[src/hw/conv_pkg.sv]
package conv_pkg;

	//////////////////////////////
	// word widths
	//////////////////////////////

	// weights and features
	localparam int WORD_W = 16;

	// products and accumulators
	localparam int ACC_W = 32;

	//////////////////////////////
	// array shape
	//////////////////////////////

	// multiply lanes, also the row length
	localparam int LANES = 8;

	// distance from the first bank to the second one in dual mode
	localparam int BANK_OFFSET = 200;

	//////////////////////////////
	// layer modes
	//////////////////////////////

	typedef enum logic [1:0]
	{
		MODE_IDLE = 2'd0,
		MODE_K3   = 2'd1,
		MODE_ROW8 = 2'd2,
		MODE_DUAL = 2'd3
	} layer_mode_t;

endpackage

[src/hw/mac_lane.sv]
`timescale 1ns/1ps

module mac_lane
	import conv_pkg::*;
(
	input  logic clk,
	input  logic rst,

	// feature load
	input  logic load,
	input  logic [WORD_W-1:0] feat_in,

	// this lane's weights and step tags
	input  logic [WORD_W-1:0] w1_in,
	input  logic [WORD_W-1:0] w2_in,
	input  logic step_in,
	input  logic clear_in,

	output logic signed [ACC_W-1:0] prod1,
	output logic signed [ACC_W-1:0] prod2,
	output logic prod_valid,
	output logic prod_clear
);

	logic signed [WORD_W-1:0] feat;

	// feature register, a step in the same cycle still sees the old value
	always_ff @(posedge clk or posedge rst)
	begin
		if (rst)
		begin
			feat <= '0;
		end
		else if (load)
		begin
			feat <= feat_in;
		end
	end

	always_ff @(posedge clk or posedge rst)
	begin
		if (rst)
		begin
			prod1 <= '0;
			prod2 <= '0;
			prod_valid <= 1'b0;
			prod_clear <= 1'b0;
		end
		else
		begin
			prod_valid <= step_in;
			prod_clear <= step_in & clear_in;
			if (step_in)
			begin
				prod1 <= $signed(w1_in) * feat;
				prod2 <= $signed(w2_in) * feat;
			end
			else
			begin
				prod1 <= '0;
				prod2 <= '0;
			end
		end
	end

endmodule

[config.mk]
export PLATFORM = sky130hd
export DESIGN_NAME = mac_lane
export DESIGN_NICKNAME = d
export VERILOG_FILES = /design/src/hw/conv_pkg.sv /design/src/hw/mac_lane.sv
export SDC_FILE = /design/constraint.sdc
export NUM_CORES = 2
export LEC_CHECK = 0
export BUFFER_PORTS_ARGS = -buffer_cell sky130_fd_sc_hd__buf_2
export CORE_MARGIN = 2
export CORE_UTILIZATION = 30
export DETAILED_ROUTE_END_ITERATION = 8
export HOLD_SLACK_MARGIN = 0.02
export PLACE_DENSITY_LB_ADDON = 0.3
export SETUP_SLACK_MARGIN = 0.4
export SLEW_MARGIN = 20
export SYNTH_ARGS = -nofsm -noshare
export SYNTH_HDL_FRONTEND = slang
export SYNTH_SLANG_ARGS = --single-unit
[constraint.sdc]
create_clock -name clk -period 16.88 [get_ports clk]
set_clock_uncertainty 0.2 [all_clocks]
set_input_delay 0.844 -clock clk [delete_from_list [all_inputs] [get_ports clk]]
set_output_delay 0.844 -clock clk [all_outputs]
set_load 0.02 [all_outputs]
=== Word level (Yosys, flattened, before mapping) ===
Cells that the tools add are included.

* Logic and storage cells: 10
* Input port bits: 53
* Bits in registers: 82
* Output and inout port bits: 66

* Bitwise logic cells: 1
* Muxes and demuxes: 2
* Multipliers: 2

{| class="wikitable"
|+ Operator list
! kind !! count
|-
| 16-bit by 16-bit multiplier with 32-bit output || 2
|-
| 32-bit two-way mux || 2
|-
| 1-bit AND || 1
|}

=== Longest topological paths before layout ===
* Depth after elaboration: 2
* Mapped depth: 24
* Gate-level depth less buffers: 22

=== Least setup slack after synthesis ===
No wires, ideal clock.

* Path kind: input to register
* Start point: input port w1_in[7]
* End point: register prod1[28]
* Path buffers: 1
* Arrival time: 6.358 ns
* Stages on the path: 23
* Setup slack: 10.190 ns
* Library setup time: 0.133 ns
* Required time: 16.547 ns
* Cells stage by stage: clkbuf_1 nand2_1 fa_1 inv_1 fa_1 inv_1 fa_1 inv_1 fa_1 fa_1 inv_1 fa_1 inv_1 ha_1 a21o_1 a21o_1 a221oi_2 o41ai_2 and2_1 o41a_1 o21a_1 nor3_1 nor3b_2

* Word-level cells in the longest chain between the ends: 2

{| class="wikitable"
|+ RTL lines
! what !! line !! text
|-
| start, declared || mac_lane.sv:14 || <nowiki>input logic [WORD_W-1:0] w1_in,</nowiki>
|-
| 16-bit by 16-bit multiplier with 32-bit output || mac_lane.sv:55 || <nowiki>prod1 <= $signed(w1_in) * feat;</nowiki>
|-
| 32-bit two-way mux || mac_lane.sv:53 || <nowiki>if (step_in)</nowiki>
|-
| end signal, assigned || mac_lane.sv:55 ||
|-
| end, declared || mac_lane.sv:19 || <nowiki>output logic signed [ACC_W-1:0] prod1,</nowiki>
|}

No other way between the ends.
A chain may end at the register's enable or synchronous reset.

=== Worst setup path in the final report ===
* Start point: register feat[15]
* End point: register prod2[29]

* Word-level cells in the longest chain between the ends: 2

{| class="wikitable"
|+ RTL lines
! what !! line !! text
|-
| start, declared || mac_lane.sv:25 || <nowiki>logic signed [WORD_W-1:0] feat;</nowiki>
|-
| start signal, assigned || mac_lane.sv:36 || <nowiki>feat <= feat_in;</nowiki>
|-
| 16-bit by 16-bit multiplier with 32-bit output || mac_lane.sv:56 || <nowiki>prod2 <= $signed(w2_in) * feat;</nowiki>
|-
| 32-bit two-way mux || mac_lane.sv:53 ||
|-
| end signal, assigned || mac_lane.sv:56 ||
|-
| end, declared || mac_lane.sv:20 || <nowiki>output logic signed [ACC_W-1:0] prod2,</nowiki>
|}

No other way between the ends.

==> flow_summary.yaml <==
yosys:
  synth_seq_cells: 82
  synthesis.nets: 3071
  synthFlopType: "dfrtp_1"
  synth.area.top_cells: "fa_1, inv_1, dfrtp_1"
  synthArstFlopShare_pct: 100
  synth_top_area_share_pct: 47.4
  synth_edf_count: 0
  ys_types: 59
  yosysTopAreaCell: "fa_1"
  syn_avg_cell_area_sq_um: 9.50
  synth_cells: 2330
  yosysWarnings: 0
  ys_seq_area_share_pct: 9.27
  synth_area_sq_mm: 0.0221
sta:
  tightest_slew_ns: 1.04
  drv_slew: 0
  hold_viol: 0
  slew_headroom_pct: 30.3
  tns_ns: 0
  setup_viol: 0
  min_period_ns: 7.40
  fin_crit_sh_pct: 43.8
  fmax_mhz: 135
  rsz0062_at_grt: "no"
critical_path:
  crit_slowest_cell: "clkinv_1"
  r2r-end: "prod2[29]"
  critPathCapture: "prod2[29]"
  required_ns: 16.99
  critPathKind: "reg -> reg"
  crit_path_cell_trace: "clkinv_1 > nor2_1 > fa_1 > fa_1 > fa_1 > fa_1 > fa_1 > inv_1 > fa_1 > inv_1 > ha_1 > nand3_1 > nor2_1 > nand3b_1 > a21oi_1 > o2111ai_1 > a21oi_1 > o31ai_1 > nor3b_1 > nor3_1"
  cpPeakStageDelay_ns: 0.90
  critPathLaunchType: "flop"
  r2r_slack_ns: 9.48
  rr_worst_depth: 20
  worst-path-max-fanout: 27
  crit_start: "feat[15]"
  critPathBufInv: 3
  path_depth: 20
  r2r_start: "feat[15]"
  critPathMostFrequentCell: "fa_1"
  end_kind: "flop"
  critical_path_arrival_ns: 7.51
  cp_top_family: "adder cells"
flow_run:
  cap_violations: 0
clock_network:
  clock_path_buffers: 2
  tritoncts: "yes"
  clkLatencyLatePin_ns: 0.40
  cts_hold_buf: 0
  cts.repair_timing.setup_buffer_count: 0
  cts_root_buf: "clkbuf_16"
  cts_resized: 0
  clock-sinks: 82
  htree_levels: 3
  clk_pin_slew_ns: 0.07
  cts_buffers: 9
finish:
  fin_area_sq_mm: 0.0240
  layout_commonest_cell: "inv_1"
  drive_above_1_share_pct: 7.56
  fin_util_pct: 32.9
  final_nets: 3130
  areaGrowthSynthToFinish_pct: 8.62
  final_cell_mix: "inv_1, fa_1, and2_1"
  fill_cells: 7533
die:
  die_w_um: 276
  rows: 99
  core-area_sq_mm: 0.0730
  die_h_um: 276
  dieArea_sq_mm: 0.0760
  ioPinCount: 119
  initial_core_util_pct: 30.3
route:
  drt_wl_total_um: 52500
  drtPass1Iterations: 7
  route.vias.total: 15400
  drc: 0
  dr.first_iter.drc_count: 783
  wl_per_cell_um: 15.7
  ant_nets: 0
  drt-vias-per-instance: 4.58
global_route:
  antenna_found_initial: 6
  grtUsageTotal_pct: 14.9
  grt_overflow: 0
  grt_max_degree: 51
  grt_pass1_wl_um: 89000
  grt_pass1_vias: 17100
placement:
  numPortBuffers: 118
  gp_congestion: 0.825
  postPlaceCellArea_sq_mm: 0.0237
  dp_hpwl_um: 42600
min_path:
  hold_class: "in -> async"
status:
  status: "completed"
## how the worst min path moves through the flow
| stage | start | end | slack [ns] |
|---|---|---|---|
| after floorplan | feat[0] | prod1[0] | 0.35 |
| after global placement | feat[12] | feat[12] | 0.29 |
| after detailed placement | feat[12] | feat[12] | 0.30 |
| after CTS | rst | prod2[30] | 0.32 |
| after global routing | feat[12] | feat[12] | 0.32 |
| final | rst | prod2[30] | 0.30 |
## metrics by stage
stage,instances,hold WS [ns],worst slack [ns]
global route,3353,0.323,9.04
detailed placement,3337,0.298,9.46
global placement,3337,0.291,9.58
finish,3354,0.304,9.48
floorplan,2330,0.347,10.19
CTS,3353,0.316,9.49
## state kept, by name, summed over array words and instances, names as in the netlist
register	cells
feat	16
prod1	32
prod2	32
prod_clear	1
prod_valid	1
## cells by family after synthesis
kind of cell | count (synthesis) | synth area share, %
simple gates | 676 | 15.3
xor+xnor | 57 | 2.26
buf+inv | 663 | 11.2
fa+ha+maj | 688 | 56.7
compound gates | 149 | 4.53
flops | 82 | 9.27
mux | 15 | 0.763
## area by class of cell
cell class,instances,area [sq um],area share [%]
Antenna cell,1,2.50,0.0104
Clock buffer,9,225,0.937
Clock inverter,7,81.3,0.338
Inverter,575,2160,8.99
Multi-Input combinational cell,1585,17600,73.2
Sequential cell,82,2050,8.54
Tap cell,959,1200,4.99
Timing Repair Buffer,136,726,3.02
## synth_stat cells (3+ instances only)
master	instances
dfrtp_1	82
o21a_1	12
a211oi_1	4
nand2b_1	11
o21ai_0	19
a21boi_1	4
nor3_1	24
nor2_1	79
a21oi_1	37
nor3b_1	3
nor2b_1	7
a21o_1	24
or3_1	6
o21ai_1	13
xnor2_1	39
mux2_2	15
nand2_1	256
o31ai_1	4
nand3_1	12
xor2_1	18
o21bai_1	5
inv_1	573
clkbuf_1	87
ha_1	164
and2_1	259
fa_1	524
and3_1	5
a31oi_1	5
## routing by layer
metal  GRT usage, %  vias up  part of all wire (%)
li1               -     6926                     -
met1           20.4     8067                    45
met2           24.6      300                    48
met3           2.41       53                   4.8
met4           3.80        8                   1.8
met5              0        -                  0.10
Power is not shown: default switching activity piles up to over one toggle a cycle in this logic, so the estimate is an artifact.
