**src/hw/conv_pkg.sv**
```systemverilog
package conv_pkg;

	//////////////////////////////
	// word widths
	//////////////////////////////

	// weights and features
	localparam int WORD_W = 16;

	// products and accumulators
	localparam int ACC_W = 32;

	//////////////////////////////
	// array shape
	//////////////////////////////

	// multiply lanes, also the row length
	localparam int LANES = 8;

	// distance from the first bank to the second one in dual mode
	localparam int BANK_OFFSET = 200;

	//////////////////////////////
	// layer modes
	//////////////////////////////

	typedef enum logic [1:0]
	{
		MODE_IDLE = 2'd0,
		MODE_K3   = 2'd1,
		MODE_ROW8 = 2'd2,
		MODE_DUAL = 2'd3
	} layer_mode_t;

endpackage

```
**src/hw/psum_collector.sv**
```systemverilog
`timescale 1ns/1ps

module psum_collector
	import conv_pkg::*;
(
	input  logic clk,
	input  logic rst,

	// products from all lanes, tags from lane 0
	input  logic [LANES-1:0][ACC_W-1:0] prod1_all,
	input  logic [LANES-1:0][ACC_W-1:0] prod2_all,
	input  logic prod_valid,
	input  logic prod_clear,

	output logic result_valid,
	output logic signed [ACC_W-1:0] result1,
	output logic signed [ACC_W-1:0] result2
);

	// index 0 is the first dot product, index 1 the second bank
	logic [1:0][LANES-1:0][ACC_W-1:0] prods;
	logic [1:0][ACC_W-1:0] sum;
	logic [1:0][ACC_W-1:0] acc;

	assign prods = {prod2_all, prod1_all};

	//////////////////////////////
	// adder tree
	//////////////////////////////

	// pairwise halving, each pass is one tree level
	always_comb
	begin
		logic [LANES-1:0][ACC_W-1:0] part;

		for (int k = 0; k < 2; k++)
		begin
			part = prods[k];
			for (int w = LANES / 2; w >= 1; w = w / 2)
			begin
				for (int j = 0; j < w; j++)
				begin
					part[j] = part[2 * j] + part[2 * j + 1];
				end
			end
			sum[k] = part[0];
		end
	end

	//////////////////////////////
	// accumulate
	//////////////////////////////

	always_ff @(posedge clk or posedge rst)
	begin
		if (rst)
		begin
			acc <= '0;
			result_valid <= 1'b0;
		end
		else
		begin
			result_valid <= prod_valid;
			if (prod_valid)
			begin
				for (int k = 0; k < 2; k++)
				begin
					// wraps modulo 2^ACC_W
					acc[k] <= prod_clear ? sum[k] : acc[k] + sum[k];
				end
			end
		end
	end

	assign result1 = acc[0];
	assign result2 = acc[1];

endmodule

```
**config.mk**
```make
export PLATFORM = sky130hd
export DESIGN_NAME = psum_collector
export DESIGN_NICKNAME = d
export VERILOG_FILES = /design/src/hw/conv_pkg.sv /design/src/hw/psum_collector.sv
export SDC_FILE = /design/constraint.sdc
export NUM_CORES = 1
export LEC_CHECK = 0
export BUFFER_PORTS_ARGS = -buffer_cell sky130_fd_sc_hd__buf_2
export CAP_MARGIN = 20
export CELL_PAD_IN_SITES_DETAIL_PLACEMENT = 1
export CELL_PAD_IN_SITES_GLOBAL_PLACEMENT = 1
export CORE_UTILIZATION = 36
export DETAILED_ROUTE_END_ITERATION = 10
export PLACE_DENSITY_LB_ADDON = 0.1
export SLEW_MARGIN = 20
export SYNTH_ARGS = -nofsm -noshare
export SYNTH_HDL_FRONTEND = slang
export SYNTH_SLANG_ARGS = --single-unit
```
**constraint.sdc**
```tcl
create_clock -name clk -period 3.65 [get_ports clk]
set_input_delay 0.1825 -clock clk [delete_from_list [all_inputs] [get_ports clk]]
set_output_delay 0.1825 -clock clk [all_outputs]
set_load 0.05 [all_outputs]
```
Word-level counts from Yosys, hierarchy flattened
Index checks and enable logic that the tools add are counted.

$add $sub $neg: 16. Multipliers: 0. Div/mod/pow operators: 0. Order comparisons: 0. Eq/ne operators: 0. Shift operators: 0. Multiplexer cells: 2. Bitwise gates (word level): 0. Reduce and logical (&&, ||, !) cells: 0.

Operator list (count): $add A32 B32 Y32 (16); $mux W32 (2).

Flip-flop bits (word level): 65. Bits in latches: 0. RAM bits: 0. Bits in read-only memories: 0. Memories kept: 0.

Logic depth before layout (Yosys ltp)
Word-level depth: 5. Depth in mapped cells: 32. Mapped depth without buffers: 32.

Worst setup path before layout
Ideal clock, no wire load.

Kind: input to register. Start: in prod2_all[98] (netlist bit). End: reg acc, in the netlist result2[31]. Data arrival time: 7.101 ns. Data required time: 3.521 ns. Slack: -3.581 ns. Stages: 32. Path buffers: 0. Path through: inv_1 -> fa_1 -> inv_1 -> fa_1 -> fa_1 -> inv_1 -> fa_1 -> inv_1 -> ha_1 -> inv_1 -> fa_1 -> nand2b_1 -> a21oi_1 -> o21a_1 -> o21ai_0 -> a21boi_0 -> o21ai_0 -> a21boi_0 -> o21a_1 -> nor2_1 -> xnor2_1 -> ha_1 -> and4_1 -> or3b_4 -> nor3_2 -> a211o_2 -> a31oi_2 -> o311a_4 -> o41ai_4 -> mux2_1 -> o32ai_1 -> a21oi_1.

Cells in the longest elaborated chain, start to end: 5.

Ends and longest elaborated chain: start, declared (line psum_collector.sv:11) `input logic [LANES-1:0][ACC_W-1:0] prod2_all,`; $add A32 B32 Y32 * (3 in series) (line psum_collector.sv:43) `part[j] = part[2 * j] + part[2 * j + 1];`; $add A32 B32 Y32 (line psum_collector.sv:69) `acc[k] <= prod_clear ? sum[k] : acc[k] + sum[k];`; $mux W32 * (line psum_collector.sv:69); end signal, assigned by index (line psum_collector.sv:69); end, declared (line psum_collector.sv:23) `logic [1:0][ACC_W-1:0] acc;`.

Every way passes the cells marked *; elsewhere a longest branch is shown, timed or not. A chain may end at the register's enable or synchronous reset.

Final worst setup path
Start: in prod2_all[2] (netlist bit). End: reg acc, in the netlist result2[28].

Same word-level chain as after synthesis.

==> results_dict.tcl <==
set metrics [dict create \
    status "finished with violations" \
    violations "negative hold slack, negative setup slack" \
    ioPinCount 581 \
    crit_top_cell "fa_1" \
    cpLargestDelayFamily "adder cells" \
    htreeDepth 3 \
    drive_gt1_share_pct 39.65 \
    cts.clk_slew.worst_paths_ns 0.06 \
    start_util_pct 36.77 \
    netlist_instances 2215 \
    viasPerCell 4.707 \
    wl_per_cell_um 15.58 \
    gp_congestion 0.8480 \
    highest_layer "met4" \
    netlist_top_cells_count "inv_1 (700), fa_1 (368), a21oi_1 (188)" \
    design_area_sq_um 27970 \
    final_util_pct 53.98 \
    grt_usage_pct 22.82 \
    critical_path.max_stage_delay_ns 0.58 \
    finalSetupViolCount 58 \
    dr.pass1.iters 4 \
    r2r_cells 15 \
    cts_buffers 9 \
    hp-class "in2async" \
    syn_nets 3233 \
    grt_first_pass_wirelength_mm 99.13 \
    max_freq_ghz 0.1493 \
    fin_skew_ns 0.008586 \
    post-place-ws_ns -3.498 \
    synthFlopType "dfrtp_1" \
    clock_path_buffers 2 \
    critPathKind "in2reg" \
    worstPathArrival_ns 6.93 \
    die_area_sq_um 53860 \
    grt_antenna_before_repair 0 \
    port_buffers 580 \
    setup_ws_ns -3.050 \
    synth.most_common_cell "inv_1" \
    hold_ws_ns -0.002140 \
    fin_crit_ns 6.700 \
    cp_num_buf_inv 10 \
    antennaDiodeCount 0 \
    wl_met3_mm 2.329 \
    timing.final.crit_share_pct 183.6 \
    nets 4227 \
    dp.final_hpwl_mm 51.77 \
    drv_slew 0 \
    die_height_um 232.1 \
    netlist_area_sq_um 19060 \
    grt_max_degree 62 \
    seq_area_frac_synth_pct 8.536 \
    drt-initial-drc-count 421 \
    grt_setup_unrepaired "yes" \
    cp_max_fo 2 \
    maxCapViolations 0 \
    yosysTopAreaCellShare_pct 38.66 \
    placedInstanceArea_sq_um 25740 \
    grt_pass1_vias 21230 \
    rows 83 \
    cp.depth 35 \
    synth_area_leaders "fa_1 (39%), inv_1 (14%), ha_1 (8.8%), dfrtp_1 (8.5%), a21oi_1 (4.9%)" \
    drcViolationCount 0 \
    slew_headroom_pct 37.12 \
    ys_ff_latch 65 \
    ant_nets 0 \
    crit_path_end_kind "flip-flop" \
    worstMarginPinSlew_ns 0.9432 \
    ys_types 68 \
    met2_length_mm 33.93 \
    grt_overflow 0 \
    chipWidth_um 232.1 \
    synth-edff-count 0 \
    hold_viol_final 4 \
    via_count 18320 \
    yosys_warnings 0 \
    synth.avg_cell_area_sq_um 8.603 \
    required_ns 3.88 \
    m1WireLength_mm 23.23 \
    start_kind "input pin" \
    ctsRootBufferMaster "clkbuf_16" \
    area_growth_pct 46.80 \
    yosys.area.top_type "fa_1" \
    drt_wl_total_mm 60.66 \
    cts_tree "built" \
    core_area_sq_um 51820 \
    clock-sinks 65 \
    synthArstFlopShare_pct 100.0 \
    holdBufCountCts 0 \
    cp_slowest_cell "fa_1" \
    clock_latency_ns 0.35 \
]
## registers in the layout (all words and copies together), names as in the netlist
| register | count |
|---|---|
| result1 | 32 |
| result2 | 32 |
| result_valid | 1 |
## layout make-up
| class | count | area, sq um |
|---|---|---|
| Timing Repair Buffer | 1021 | 6457 |
| Multi-Input combinational cell | 1412 | 16130 |
| Inverter | 700 | 2654 |
| Fill cell | 6254 | 23850 |
| Clock buffer | 15 | 257.7 |
| Sequential cell | 65 | 1627 |
| Tap cell | 680 | 850.8 |
## through the flow
stage               TNS [ns]  instances  hold WS, ns
global placement     -135.42       3800       0.4117
global route         -132.90       3893      0.06248
finish               -118.73       3893    -0.002140
floorplan             -99.79       2215       0.2139
detailed placement   -141.58       3800       0.4171
CTS                  -113.47       3868      0.02415
## per-layer routing
metal  vias to the layer above  track usage (%)
met2                       344            45.16
met3                        72            3.156
met1                      9138            25.44
met4                         0            4.729
li1                       8770                -
met5                         -                0
## cell usage in the layout (no fill, tap or decap), types with 6 or more instances in the layout
cell / count
nor2_2: 9
ha_1: 112
xor2_1: 35
a21oi_2: 37
a21oi_1: 140
inv_1: 679
a21o_1: 42
mux2i_1: 15
nand2b_1: 9
o21ai_4: 7
nor2_1: 120
o211ai_1: 9
nor3_1: 22
o21ai_1: 9
inv_2: 16
xnor2_2: 17
a21oi_4: 11
and3_1: 6
o21a_1: 18
fa_1: 363
a221o_1: 10
buf_4: 391
nand3_1: 17
or2_2: 6
o21bai_1: 25
nand4_1: 8
nand2_1: 60
o21ai_2: 10
nand2_2: 6
buf_2: 573
buf_6: 55
o21ai_0: 32
xnor2_1: 63
nor2_4: 7
clkbuf_16: 9
a211oi_2: 8
ha_4: 18
dfrtp_1: 65
nor2b_1: 16
a211oi_1: 7
## worst reg2reg max path: stages, from the launching register on
cell and delay (ns):
dfrtp_1 0.40, ha_1 0.24, buf_4 0.15, a211oi_1 0.37
o21a_1 0.33, nor3_2 0.08, a211o_2 0.31, buf_4 0.15
buf_6 0.10, buf_6 0.12, a21oi_4 0.22, o311ai_4 0.12
a41o_1 0.29, a21oi_2 0.13, xnor2_1 0.08, a221o_1 0.29
## cell families after synthesis
| logic type | Yosys count | synth area share, % |
|---|---|---|
| compound gates | 434 | 14.53 |
| mux | 23 | 1.254 |
| flops | 65 | 8.536 |
| xor+xnor | 122 | 5.607 |
| simple gates | 331 | 8.050 |
| fa+ha+maj | 502 | 47.46 |
| buf+inv | 738 | 14.56 |
## final timing paths
| kind | start | to | slack, ns |
|---|---|---|---|
| hold / removal | rst | result1[8] | -0.002 |
| setup reg to reg | result2[0] | result2[29] | 0.16 |
| min in group clk | prod_valid | result1[7] | 0.41 |
| setup / recovery | prod2_all[2] | result2[28] | -3.05 |
| hold reg to reg | result2[16] | result2[16] | 0.51 |
| max in group asynchronous | rst | result2[0] | 2.77 |
## repair_timing
action / 4_1_cts / 5_1_grt
endpoints found under the setup margin: 58 / 59
gates resized for setup: 176 / 116
pin swaps: 115 / 131
buffers inserted: 65 / 54
Power is not shown: default switching activity piles up to over one toggle a cycle in this logic, so the estimate is an artifact.
